`src/logic/rioPkg.sv`:
```
package rioPkg;

	////////////////////
	// link constants
	////////////////////

	// k28.2 marks the start of a packet in the low byte
	localparam logic [7:0] K_START = 8'h5C;

	// crc-32, msb first, no final inversion
	localparam logic [31:0] CRC_INIT = 32'hFFFF_FFFF;
	localparam logic [31:0] CRC_POLY = 32'h04C1_1DB7;

	// header fields
	// length in bits 31:20, address in bits 19:8
	localparam int LEN_W = 12;
	localparam int ADDR_W = 12;

	// receive buffer size in words
	localparam int BUF_DEPTH = 512;
	localparam int BUF_AW = $clog2(BUF_DEPTH);

	// cycles to wait for our own packet to come back around the ring
	localparam logic [15:0] REMOTE_TIMEOUT = 16'd3000;

	////////////////////
	// word types
	////////////////////

	// one word as it comes off the link
	typedef struct packed {
		logic [31:0] data;
		logic        isK;
	} rioWord_t;

	// one forwarded word with packet boundary marks
	typedef struct packed {
		logic [31:0] data;
		logic        sop;
		logic        eop;
	} txWord_t;

	// verdict for one received packet
	typedef struct packed {
		logic             valid;
		logic             crcOk;
		logic             isOwn;
		logic [LEN_W-1:0] len;
	} checkResult_t;

	// remote mode states
	typedef enum logic [1:0] {
		IDLE,
		WAIT_OWN,
		DONE,
		TIMEOUT
	} remoteState_t;

endpackage

```
`src/logic/packetForwarder.sv`:
```
module packetForwarder
	import rioPkg::*;
(
	input  logic         RioRxClock,
	input  logic         rstN_i,
	input  checkResult_t checkResult_i,
	input  logic [31:0]  bufData_i,
	input  logic         crcClear_i,
	output logic         bufRead_o,
	output txWord_t      txWord_o,
	output logic         txValid_o,
	output logic         packetDropped_o,
	output logic [31:0]  crcErrorCount_o
);

	checkResult_t   pend;
	checkResult_t   nextVerdict;
	logic [LEN_W:0] flushCnt;
	logic           startFlush;
	// verdict of the packet now being flushed
	logic           curFwd;
	logic           firstWord;
	logic           rdSop;
	logic           rdEop;

	////////////////////
	// flush control
	////////////////////

	// a queued verdict goes ahead of a fresh one
	assign nextVerdict = pend.valid ? pend : checkResult_i;
	// start on the last read of the previous flush so packets stay contiguous
	assign startFlush = nextVerdict.valid && (flushCnt[LEN_W:1] == '0);
	assign bufRead_o = (flushCnt != '0);

	// header plus payload words are read back
	always_ff @(posedge RioRxClock)
	begin
		if (!rstN_i)
		begin
			flushCnt <= '0;
			curFwd <= 1'b0;
			firstWord <= 1'b0;
		end
		else if (startFlush)
		begin
			flushCnt <= {1'b0, nextVerdict.len} + 1'b1;
			// forward only good packets that are not ours
			curFwd <= nextVerdict.crcOk && !nextVerdict.isOwn;
			firstWord <= 1'b1;
		end
		else
		begin
			if (flushCnt != '0)
				flushCnt <= flushCnt - 1'b1;
			if (bufRead_o)
				firstWord <= 1'b0;
		end
	end

	// single verdict queue for a packet finishing during a flush
	always_ff @(posedge RioRxClock)
	begin
		if (!rstN_i)
			pend <= '0;
		else if (pend.valid)
		begin
			if (startFlush)
				pend <= checkResult_i;
		end
		else if (checkResult_i.valid && !startFlush)
			pend <= checkResult_i;
	end

	////////////////////
	// output marking
	////////////////////

	// flags line up with the registered buffer data
	always_ff @(posedge RioRxClock)
	begin
		if (!rstN_i)
		begin
			txValid_o <= 1'b0;
			rdSop <= 1'b0;
			rdEop <= 1'b0;
		end
		else
		begin
			txValid_o <= bufRead_o && curFwd;
			rdSop <= bufRead_o && firstWord;
			rdEop <= (flushCnt == (LEN_W+1)'(1));
		end
	end

	assign txWord_o = '{data: bufData_i, sop: rdSop, eop: rdEop};

	// drop pulse and error count, clear wins over a new error
	always_ff @(posedge RioRxClock)
	begin
		if (!rstN_i)
		begin
			packetDropped_o <= 1'b0;
			crcErrorCount_o <= '0;
		end
		else
		begin
			packetDropped_o <= checkResult_i.valid && !checkResult_i.crcOk;
			if (crcClear_i)
				crcErrorCount_o <= '0;
			else if (checkResult_i.valid && !checkResult_i.crcOk)
				crcErrorCount_o <= crcErrorCount_o + 32'd1;
		end
	end

	// link spacing leaves room for one queued verdict at most
	assert property (@(posedge RioRxClock) disable iff (!rstN_i)
		(pend.valid && !startFlush) |-> !checkResult_i.valid);

endmodule

```
`config.mk`:
```
export PLATFORM = sky130hd
export DESIGN_NAME = packetForwarder
export DESIGN_NICKNAME = d
export VERILOG_FILES = /design/src/logic/rioPkg.sv /design/src/logic/packetForwarder.sv
export SDC_FILE = /design/constraint.sdc
export NUM_CORES = 1
export LEC_CHECK = 0
export BUFFER_PORTS_ARGS = -buffer_cell sky130_fd_sc_hd__buf_2
export CAP_MARGIN = 5
export CORE_AREA = 2 2 104 106
export DETAILED_ROUTE_END_ITERATION = 12
export DIE_AREA = 0 0 106 108
export PLACE_DENSITY_LB_ADDON = 0.12
export SYNTH_ARGS = -nofsm -noshare
export SYNTH_HDL_FRONTEND = slang
export SYNTH_SLANG_ARGS = --single-unit
```
`constraint.sdc`:
```
create_clock -name RioRxClock -period 2.7 [get_ports RioRxClock]
set_input_delay 0.135 -clock RioRxClock [delete_from_list [all_inputs] [get_ports RioRxClock]]
set_output_delay 0.135 -clock RioRxClock [all_outputs]
set_load 0.05 [all_outputs]
```
==> qor_table.md, run 1 <==
| Metric | Value |
|---|---|
| Syn Nets | 508 |
| Gate power share | 37.0% |
| Buffers inserted by post-CTS timing repair | 0 |
| Clock Skews | 0.009332 ns |
| Critical Path Start Type | register |
| Worst-case clock buffer depth | 2 |
| Slowest-stage cell, CP | a221oi_2 |
| Start-to-end type of the worst setup path | register to register |
| Count of synthesis-stage warnings from yosys | 0 |
| Hold-fix buffers at CTS | 0 |
| Top post-synthesis cells by area | dfxtp_1 (35%), xnor2_1 (7.1%), buf_4 (7.1%), nand3_1 (4.6%), nor2_1 (3.9%) |
| Mean Syn Cell Area | 8.449 um2 |
| TritonCTS clock tree | done |
| Post-route clock period utilization | 83.64% |
| Share of the synthesized area in the top cell type | 34.52% |
| CP peak stage delay | 0.56 ns |
| Per-cell routed wire length | 14.74 um |
| IO Pins | 119 |
| Antenna violation net count after detailed routing | 0 |
| Net count reported at finish | 521 |
| Cell-internal power | 0.002285 W |
| WL final | 8949 um |
| Vias in the first global route | 3065 |
| Type of the tightest min-delay check | input port to register |
| Number of hold-slack violations in the final timing report | 0 |
| Critical Path Fanout Max | 24 |
| Worst-Margin Slew | 0.8525 ns |
| Number of antenna violations at the first check in global routing | 0 |
| F_max | 442.8 MHz |
| Floorplan core area | 0.01023 mm2 |
| Drt first pass iters | 4 |
| Final weighted congestion in routability-driven placement | 0.8019 |
| Number of standard-cell rows in the floorplan | 37 |
| Final standard cell area without fillers | 0.004179 mm2 |
| Setup repair after global routing missed its margin | no |
| Total power density per cell area | 887.5 mW/mm2 |
| Share of total power in sequential cells | 34.8% |
| Fraction of registers with async set or reset after synthesis | 0% |
| Largest vdd supply drop | 0.4231 mV |
| Final setup violation count | 0 |
| Synthesized instance count | 453 |
| Result of the run | finished clean |
| Area of the mapped netlist | 0.003827 mm2 |
| Switching Power | 0.001424 W |
| Total global-route track usage | 16.42% |
| First-pass GRT wire length | 15210 um |
| Clock tree sinks | 66 |
| Number of max-capacitance violations reported | 0 |
| Number of synthesized flops with an enable pin | 0 |
| Post-layout min period | 2.258 ns |
| Total Neg Setup Slack | 0 ns |
| Violation count after the first detailed-routing iteration | 183 |
| GRT Residual Overflow | 0 |
| HPWL Detailed | 6412 um |
| Proportion of total power due to net switching | 38.38% |
| Number of DRC violations after detailed routing | 0 |
| Post-placement cell count | 591 |
| Starting density of the core | 37.41% |
| Worst endpoint required time | 2.94 ns |
| Endpoint arrival time on the critical path | 2.50 ns |
| Number of H-tree branching levels | 3 |
| Synth Flop Type | dfxtp_1 |
| Number of port buffers | 54 |
| Clock slew at reported path FFs | 0.08 ns |
| Worst setup EP type | register |
| Unique masters post-synth | 58 |
| Latest clock arrival within the worst-skew pair | 0.35 ns |
| DIE AREA | 0.01145 mm2 |
| Area growth from synthesis to final layout | 9.186% |
| Number of gates resized after CTS | 0 |
| Vias/cell | 5.168 |
| Share of post-route cells with drive strength above 1 | 19.96% |
| Static Leakage | 1.510 nW |
| Max-slew violation total from the final report | 0 |
| Most frequent cell after synthesis | dfxtp_1 |
| Clock root buffer master | clkbuf_8 |
| CTS Buf Count | 9 |
| Number of cells in the finished layout apart from fillers | 607 |
| Vias after detailed routing | 3137 |
| Clock share of power | 28.2% |
| Floorplan die width | 106 um |
| Leading post-synthesis cells by instance count | dfxtp_1 (66), nor2_1 (40), buf_4 (36), nand3_1 (35), xnor2_1 (31) |
| Y dimension of the die | 108 um |
| Flops & latches, synth | 66 |
| Largest net degree at the start of global routing | 33 |
| Worst slew margin relative to its limit | 42.73% |
| Cell type contributing the most total cell area after synthesis | dfxtp_1 |
| Antenna cell count | 0 |
| Area after detailed placement | 0.003931 mm2 |
| Sequential-to-total area share from yosys stat | 34.52% |
| Cell Chain, Critical Path | buf_4 -> nand4_1 -> a221oi_2 -> a21boi_0 -> nand4b_1 -> and3_1 |
## power groups by stage
stage / clock, W / sequential, W / combinational, W
6_report: 0.00104 / 0.00129 / 0.00137
5_1_grt: 0.00111 / 0.00132 / 0.00154
4_1_cts: 0.00107 / 0.00129 / 0.00139
3_5_place_dp: 0 / 0.00131 / 0.00137
3_3_place_gp: 0 / 0.00131 / 0.00137
2_1_floorplan: 0 / 0.00127 / 0.00129
## metrics by stage
step	total power, W	worst slack [ns]	hold WS [ns]	utilization, %
global placement	0.002677	0.5541	0.2703	38.42
floorplan	0.002567	0.4125	0.2949	-
global route	0.003968	0.2854	0.09107	40.85
finish	0.003709	0.4418	0.07548	40.85
CTS	0.003751	0.4738	0.06423	40.85
detailed placement	0.002681	0.5047	0.2703	38.42
## critical path, delay by kind of cell (launching register included)
family | cells | cell delay [ns]
AOI/OAI and AO/OA | 2 | 0.72
and+or+nand+nor | 3 | 0.59
DFF | 1 | 0.52
buffers and inverters | 1 | 0.33
## metal layers
metal	track usage, %	share of wire (%)	vias up
met5	0	0	-
met4	5.733	0.80	0
met3	3.617	4.3	11
met2	27.00	47	73
met1	21.34	48	1447
li1	-	-	1606
## flip-flops by register name, indices dropped and copies added, names as in the netlist
signal	cells
packetDropped_o	1
pend	15
txValid_o	1
crcErrorCount_o	32
rdSop	1
rdEop	1
flushCnt	13
firstWord	1
curFwd	1
## layout make-up
class	count	area (um2)
clock inverters	7	123.9
multi-input cells	318	2083
repair buffers	60	315.3
inverters	11	41.29
clock buffers	9	123.9
well taps	136	170.2
flip-flops and latches	66	1321
fillers	1078	6052
## cells in the final DEF (no fill, tap or decap), drive strengths merged, types with 11 or more instances in the layout
| cell type | n |
|---|---|
| dfxtp | 66 |
| nor3 | 17 |
| nor4 | 12 |
| inv | 14 |
| nand2 | 24 |
| buf | 60 |
| o21ai | 23 |
| nor2 | 41 |
| nand4 | 13 |
| a21oi | 11 |
| xnor2 | 31 |
| nand3 | 35 |
| a21boi | 16 |
## worst paths after layout
check                              from                        to  slack [ns]  depth (start not counted)
hold / removal        checkResult_i[10]     pend[10]$_SDFFE_PN0P_        0.08                          3
hold reg to reg   pend[11]$_SDFFE_PN0P_     pend[11]$_SDFFE_PN0P_        0.49                          2
setup reg to reg    pend[14]$_SDFF_PN0_  flushCnt[7]$_SDFFE_PN0P_        0.44                          6
setup / recovery    pend[14]$_SDFF_PN0_  flushCnt[7]$_SDFFE_PN0P_        0.44                          6
## cell families after synthesis
logic type      share of synthesized area, %
compound gates                         13.99
flops                                  34.52
mux                                    3.008
xor+xnor                               8.696
fa+ha+maj                              1.896
buf+inv                                11.05
simple gates                           26.84
(Power assumes the default switching activity.)
==> run 2: changes to the inputs <==
--- a/config.mk
+++ b/config.mk
@@ -5,11 +5,12 @@
 export SDC_FILE = /design/constraint.sdc
 export NUM_CORES = 1
 export LEC_CHECK = 0
+export ABC_AREA = 1
 export BUFFER_PORTS_ARGS = -buffer_cell sky130_fd_sc_hd__buf_2
 export CAP_MARGIN = 5
-export CORE_AREA = 2 2 104 106
+export CORE_AREA = 2 2 110 112
 export DETAILED_ROUTE_END_ITERATION = 12
-export DIE_AREA = 0 0 106 108
+export DIE_AREA = 0 0 112 114
 export PLACE_DENSITY_LB_ADDON = 0.12
 export SYNTH_ARGS = -nofsm -noshare
 export SYNTH_HDL_FRONTEND = slang
==> constraint.sdc (replaced) <==
create_clock -name RioRxClock -period 2 [get_ports RioRxClock]
set_input_delay 0.1 -clock RioRxClock [delete_from_list [all_inputs] [get_ports RioRxClock]]
set_output_delay 0.1 -clock RioRxClock [all_outputs]
set_load 0.05 [all_outputs]
==> run 2 against run 1 <==
Effect of this change:
- first-iteration DRC count up 37%
- synthesized area up 13%
- clock power is 55% higher
- clock-buffer cell count up 1
- utilization up 0.083 points
- flip-flop and latch count unchanged
- design area rose by 15%
- die area increased by 12%
- register-to-register slack got worse by 0.16 ns
- combinational power rose by 28%
- cell count increased by 40%
- setup slack worse by 0.16 ns
- critical endpoint is now flushCnt[6]$_SDFFE_PN0P_
==> qor_table.md, run 2 <==
| Metric | Value |
|---|---|
| Max-slew violation total from the final report | 0 |
| Largest reg by FF count | crcErrorCount_o |
| Total Neg Setup Slack | 0 ns |
| Clock slew at reported path FFs | 0.06 ns |
| Clock Skews | 0.007320 ns |
| Vias after detailed routing | 4010 |
| DIE AREA | 0.01277 mm2 |
| Share of post-route cells with drive strength above 1 | 19.63% |
| Floorplan core area | 0.01171 mm2 |
| FF-to-FF setup slack | 0.28 ns |
| Violation count after the first detailed-routing iteration | 250 |
| Max reg flops | 32 |
| Min-delay src | checkResult_i[10] |
| Flops & latches, synth | 66 |
| First-pass GRT wire length | 18380 um |
| IO Pins | 119 |
| Filler Cell Count | 1308 |
| Hold-fix buffers at CTS | 0 |
| Cell type contributing the most total cell area after synthesis | dfxtp_1 |
| Worst slew margin relative to its limit | 74.11% |
| GRT Residual Overflow | 0 |
| Number of max-capacitance violations reported | 0 |
| Commonest non-fill, non-tap cell in the layout | nand2_1 |
| Clock tree sinks | 66 |
| Most frequent cell after synthesis | nand2_1 |
| Largest vdd supply drop | 0.5924 mV |
| Synthesized instance count | 673 |
| Hold Path Sink | pend[10]$_SDFFE_PN0P_ |
| Post-layout utilization of the core | 40.93% |
| Total global-route track usage | 17.90% |
| Starting density of the core | 37.08% |
| Clock root buffer master | clkbuf_16 |
| Worst setup EP type | register |
| Worst r2r src | flushCnt[0]$_SDFFE_PN0P_ |
| Unique masters post-synth | 42 |
| Number of synthesized flops with an enable pin | 0 |
| Critical Path Start Type | register |
| TritonCTS clock tree | done |
| Post-route clock period utilization | 86.02% |
| Number of antenna violations at the first check in global routing | 0 |
| Vias in the first global route | 3745 |
| Antenna cell count | 0 |
| Critical Path Fanout Max | 5 |
| Area growth from synthesis to final layout | 10.37% |
| Top post-synthesis cells by area | dfxtp_1 (30%), nand2_1 (16%), nor2_1 (9.2%), buf_4 (6.2%), inv_1 (5.0%) |
| Number of port buffers | 54 |
| Worst endpoint required time | 2.27 ns |
| Share of the synthesized area in the top cell type | 30.42% |
| Mean Syn Cell Area | 6.453 um2 |
| Vias/cell | 4.718 |
| Highest-count cells in the layout ignoring fill and taps | nand2_1 (186), nor2_1 (106), dfxtp_1 (65) |
| Per-cell routed wire length | 13.02 um |
| Endpoint arrival time on the critical path | 1.99 ns |
| Worst-Margin Slew | 0.3878 ns |
| Number of DRC violations after detailed routing | 0 |
| Total power density per cell area | 1048 mW/mm2 |
| Sequential-to-total area share from yosys stat | 30.42% |
| WL final | 11070 um |
| Y dimension of the die | 114 um |
| Count of synthesis-stage warnings from yosys | 0 |
| Critical register-to-register path endpoint | flushCnt[6]$_SDFFE_PN0P_ |
| Synth Flop Type | dfxtp_1 |
| Registers with the highest flip-flop counts | crcErrorCount_o: 32 flops, pend: 15 flops, flushCnt: 13 flops |
| Fraction of registers with async set or reset after synthesis | 0% |
| Area share of fa/ha/maj cells after synthesis | 1.441% |
| Final setup violation count | 0 |
| Static Leakage | 1.981 nW |
| Syn Nets | 728 |
| Setup repair after global routing missed its margin | no |
| Number of cells traversed by the worst register-to-register path | 10 |
| HPWL Detailed | 8726 um |
| Buffers inserted by post-CTS timing repair | 0 |
| Synthesized-area fraction occupied by and/or/nand/nor cells | 41.75% |
| Fraction of synthesized area in multiplexers | 0% |
| CTS Buf Count | 9 |
| Antenna violation net count after detailed routing | 0 |
| Number of standard-cell rows in the floorplan | 40 |
| Net count reported at finish | 753 |
| Start-to-end type of the worst setup path | register to register |
| Area of the mapped netlist | 0.004343 mm2 |
| Hold Path Cell Cnt | 3 |
| Result of the run | finished clean |
| Leading post-synthesis cells by instance count | nand2_1 (186), nor2_1 (106), dfxtp_1 (66), inv_1 (58), buf_4 (36) |
| Latest clock arrival within the worst-skew pair | 0.33 ns |
| Number of H-tree branching levels | 3 |
| Number of gates resized after CTS | 0 |
| Type of the tightest min-delay check | input port to register |
| Post-layout min period | 1.720 ns |
| Floorplan die width | 112 um |
| Largest family of logic cells by synthesized area | simple AND/OR/NAND/NOR gates |
| Drt first pass iters | 5 |
| XOR/XNOR share of the synthesized area | 2.017% |
| Largest net degree at the start of global routing | 20 |
| Final weighted congestion in routability-driven placement | 0.8617 |
| Number of hold-slack violations in the final timing report | 0 |
| Worst-case clock buffer depth | 2 |
| F_max | 581.2 MHz |
| Fraction of the mapped netlist area in compound gates | 9.594% |
-- run 2: cell types whose count changed in the layout (fill, tap and decap cells not counted), moves of 8 or more --
cell	delta
nor4_1	-8
nor2_1	+66
xnor2_1	-28
o21ai_1	+8
clkbuf_8	-8
clkbuf_16	+9
a21oi_1	+22
nand2_2	+10
nand2_1	+163
nor2_2	+19
a21boi_0	-15
inv_1	+47
nor3_1	-12
-- run 2: logic make-up (layout without fill, tap and decap cells) --
kind of cell / count (synthesis) / count (layout)
flops: 66 / 66
buf+inv: 117 / 147
simple gates: 397 / 397
xor+xnor: 10 / 10
compound gates: 78 / 78
fa+ha+maj: 5 / 5
-- run 2: worst max-delay path by stage --
stage                               startpoint  cells after the start                                to
6_report              flushCnt[0]$_SDFFE_PN0P_                     10          flushCnt[6]$_SDFFE_PN0P_
5_1_grt               flushCnt[0]$_SDFFE_PN0P_                      8         flushCnt[12]$_SDFFE_PN0P_
4_1_cts                    pend[14]$_SDFF_PN0_                      8          flushCnt[6]$_SDFFE_PN0P_
3_5_place_dp               pend[14]$_SDFF_PN0_                      8          flushCnt[6]$_SDFFE_PN0P_
3_3_place_gp               pend[14]$_SDFF_PN0_                      9          flushCnt[1]$_SDFFE_PN0P_
2_1_floorplan  crcErrorCount_o[1]$_SDFFE_PP0P_                      8  crcErrorCount_o[16]$_SDFFE_PP0P_
-- run 2: routing by layer --
metal	GRT usage, %	up-vias	share of wire, %
met5	0	-	0
met2	25.74	96	40
met4	6.341	0	1.0
met3	3.879	8	5.6
met1	26.37	1764	54
li1	-	2142	-
-- run 2: through the flow --
step	setup WS [ns]	power, W	hold WS, ns	cells	area [um2]
floorplan	0.1744	0.003272	0.2274	673	4343
global placement	0.2859	0.003421	0.2003	834	4487
detailed placement	0.2133	0.003432	0.2003	834	4487
CTS	0.1973	0.005080	0.005262	850	4792
global route	0.07519	0.005405	0.01444	850	4793
finish	0.2795	0.005022	0.01633	850	4793
-- run 2: critical path: stages, from the launching register on --
cell     delay (ns)
dfxtp_1        0.34
inv_1          0.13
ha_1           0.17
inv_1          0.04
nor2_1         0.18
nand3_1        0.14
nor2_2         0.27
inv_1          0.14
nand2_1        0.08
inv_1          0.03
a21oi_1        0.13
-- run 2: final cells by class --
type | instances | area (um2) | share of cell area, %
multi-input combinational | 490 | 2380 | 49.65
sequential | 66 | 1323 | 27.59
timing repair buffer | 63 | 337.8 | 7.048
inverter | 68 | 264.0 | 5.508
clock buffer | 10 | 239.0 | 4.986
tap | 147 | 183.9 | 3.837
clock inverter | 6 | 66.31 | 1.383
-- run 2: power by group --
part / internal [W] / total, W / switching, W
sequential: 0.00151 / 0.00165 / 0.000139
clock: 0.000998 / 0.00161 / 0.000616
combinational: 0.000589 / 0.00176 / 0.00117
==> run 3: changes to the inputs <==
--- a/config.mk
+++ b/config.mk
@@ -5,12 +5,11 @@
 export SDC_FILE = /design/constraint.sdc
 export NUM_CORES = 1
 export LEC_CHECK = 0
-export ABC_AREA = 1
 export BUFFER_PORTS_ARGS = -buffer_cell sky130_fd_sc_hd__buf_2
 export CAP_MARGIN = 5
-export CORE_AREA = 2 2 110 112
+export CORE_AREA = 2 2 104 106
 export DETAILED_ROUTE_END_ITERATION = 12
-export DIE_AREA = 0 0 112 114
+export DIE_AREA = 0 0 106 108
 export PLACE_DENSITY_LB_ADDON = 0.12
 export SYNTH_ARGS = -nofsm -noshare
 export SYNTH_HDL_FRONTEND = slang
==> run 3 against run 2 <==
Effect of this change:
- register-to-register slack got worse by 0.15 ns
- non-clock buffer count rose by 22
- flip-flop and latch count did not move
- global-route usage fell by 1.4 points
- combinational power rose by 27%
- sequential share of layout area rose by 2.9 points
- cell count fell by 26%
- critical endpoint unchanged
- largest power group unchanged
- highest routed layer unchanged
==> qor_table.md, run 3 (same netlist as run 1, synthesis figures left out) <==
| Metric | Value |
|---|---|
| Number of port buffers | 54 |
| Total Neg Setup Slack | 0 ns |
| Number of standard-cell rows in the floorplan | 37 |
| Vias after detailed routing | 3323 |
| Area after detailed placement | 0.004149 mm2 |
| Endpoint arrival time on the critical path | 2.10 ns |
| CTS Buf Count | 9 |
| Max reg flops | 32 |
| Critical Path Start Type | register |
| Number of hold-slack violations in the final timing report | 0 |
| Number of max-capacitance violations reported | 0 |
| Worst slew margin relative to its limit | 67.46% |
| Area growth from synthesis to final layout | 13.99% |
| Per-cell routed wire length | 14.66 um |
| Total global-route track usage | 16.53% |
| Largest vdd supply drop | 0.6256 mV |
| Hold-fix buffers at CTS | 0 |
| IO Pins | 119 |
| Floorplan core area | 0.01023 mm2 |
| Number of antenna violations at the first check in global routing | 0 |
| Worst setup EP type | register |
| Largest net degree at the start of global routing | 33 |
| Final standard cell area without fillers | 0.004363 mm2 |
| GRT Residual Overflow | 0 |
| Floorplan die width | 106 um |
| Total power density per cell area | 1172 mW/mm2 |
| First-pass GRT wire length | 15280 um |
| Registers with the highest flip-flop counts | crcErrorCount_o: 32 flops, pend: 15 flops, flushCnt: 13 flops |
| DIE AREA | 0.01145 mm2 |
| Clock root buffer master | clkbuf_8 |
| WL final | 9268 um |
| TritonCTS clock tree | done |
| Drt first pass iters | 4 |
| Post-layout min period | 1.866 ns |
| Type of the tightest min-delay check | input port to register |
| Setup repair after global routing missed its margin | no |
| Antenna violation net count after detailed routing | 0 |
| Final setup violation count | 0 |
| Result of the run | finished clean |
| Latest clock arrival within the worst-skew pair | 0.34 ns |
| Worst-Margin Slew | 0.4864 ns |
| Final weighted congestion in routability-driven placement | 0.8635 |
| Number of DRC violations after detailed routing | 0 |
| CP peak stage delay | 0.36 ns |
| Start-to-end type of the worst setup path | register to register |
| Share of post-route cells with drive strength above 1 | 26.21% |
| Post-route clock period utilization | 93.29% |
| HPWL Detailed | 6776 um |
| Starting density of the core | 37.41% |
| Commonest non-fill, non-tap cell in the layout | dfxtp_1 |
| Static Leakage | 1.629 nW |
| Worst endpoint required time | 2.24 ns |
| Number of H-tree branching levels | 3 |
| Vias/cell | 5.258 |
| Cell Chain, Critical Path | or2_2 -> o2111ai_2 -> nand2_1 -> o41a_1 -> o31a_1 |
| Violation count after the first detailed-routing iteration | 149 |
| F_max | 536.0 MHz |
| Y dimension of the die | 108 um |
| Net count reported at finish | 546 |
| Largest reg by FF count | crcErrorCount_o |
| Worst-case clock buffer depth | 2 |
| Clock slew at reported path FFs | 0.08 ns |
| Critical Path Fanout Max | 6 |
| Max-slew violation total from the final report | 0 |
| Clock Skews | 0.01230 ns |
| Highest-count cells in the layout ignoring fill and taps | dfxtp_1 (59), buf_2 (54), nor2_1 (39) |
| Vias in the first global route | 3149 |
| Slowest-stage cell, CP | dfxtp_1 |
| Antenna cell count | 0 |
| Clock tree sinks | 66 |
## run 3: final timing paths
check	slack, ns	to	startpoint	depth (start not counted)
worst max-delay path	0.13	flushCnt[6]$_SDFFE_PN0P_	flushCnt[2]$_SDFFE_PN0P_	5
worst min-delay path	0.04	pend[11]$_SDFFE_PN0P_	checkResult_i[11]	3
worst max register to register	0.13	flushCnt[6]$_SDFFE_PN0P_	flushCnt[2]$_SDFFE_PN0P_	5
worst min register to register	0.48	pend[11]$_SDFFE_PN0P_	pend[11]$_SDFFE_PN0P_	2
## run 3: routing by layer
| layer | track usage [%] | vias up | wire [um] |
|---|---|---|---|
| li1 | - | 1652 | - |
| met1 | 21.28 | 1564 | 4385 |
| met2 | 27.42 | 79 | 4249 |
| met3 | 3.436 | 28 | 447 |
| met4 | 6.203 | 0 | 185 |
| met5 | 0 | - | 0 |
## run 3: stage by stage
stage,power (W),hold WS (ns),std cells,utilization (%),worst slack [ns]
CTS,0.005145,0.02767,632,42.53,0.1291
floorplan,0.003497,0.2599,453,-,-0.008580
global placement,0.003955,0.2003,616,40.55,0.1430
finish,0.005111,0.03984,632,42.64,0.1342
detailed placement,0.003957,0.2003,616,40.55,0.1505
global route,0.005455,0.05124,632,42.64,0.02112
## run 3: area by class of cell
type                    instances  area [um2]
flip-flops and latches         66        1330
inverters                      11       41.29
repair buffers                 85       515.5
clock inverters                 6       65.06
clock buffers                  10       137.6
well taps                     136       170.2
multi-input cells             318        2103
fillers                      1046        5868
## run 3: what timing repair did
item / 4_1_cts / 5_1_grt
gates resized for setup: 0 / 2
setup buffers: 0 / 0
setup endpoints to repair: 0 / 1
## run 3: worst max-delay path, delay by kind of cell (launching register included)
kind | cells | cell delay [ns]
compound gates | 3 | 0.94
flops | 1 | 0.36
simple gates | 2 | 0.47
## run 3: power by group
| group | switching, W | leakage (nW) | internal [W] |
|---|---|---|---|
| sequential | 0.000196 | 0.540 | 0.00152 |
| combinational | 0.00125 | 0.986 | 0.000996 |
| clock | 0.000543 | 0.103 | 0.000612 |
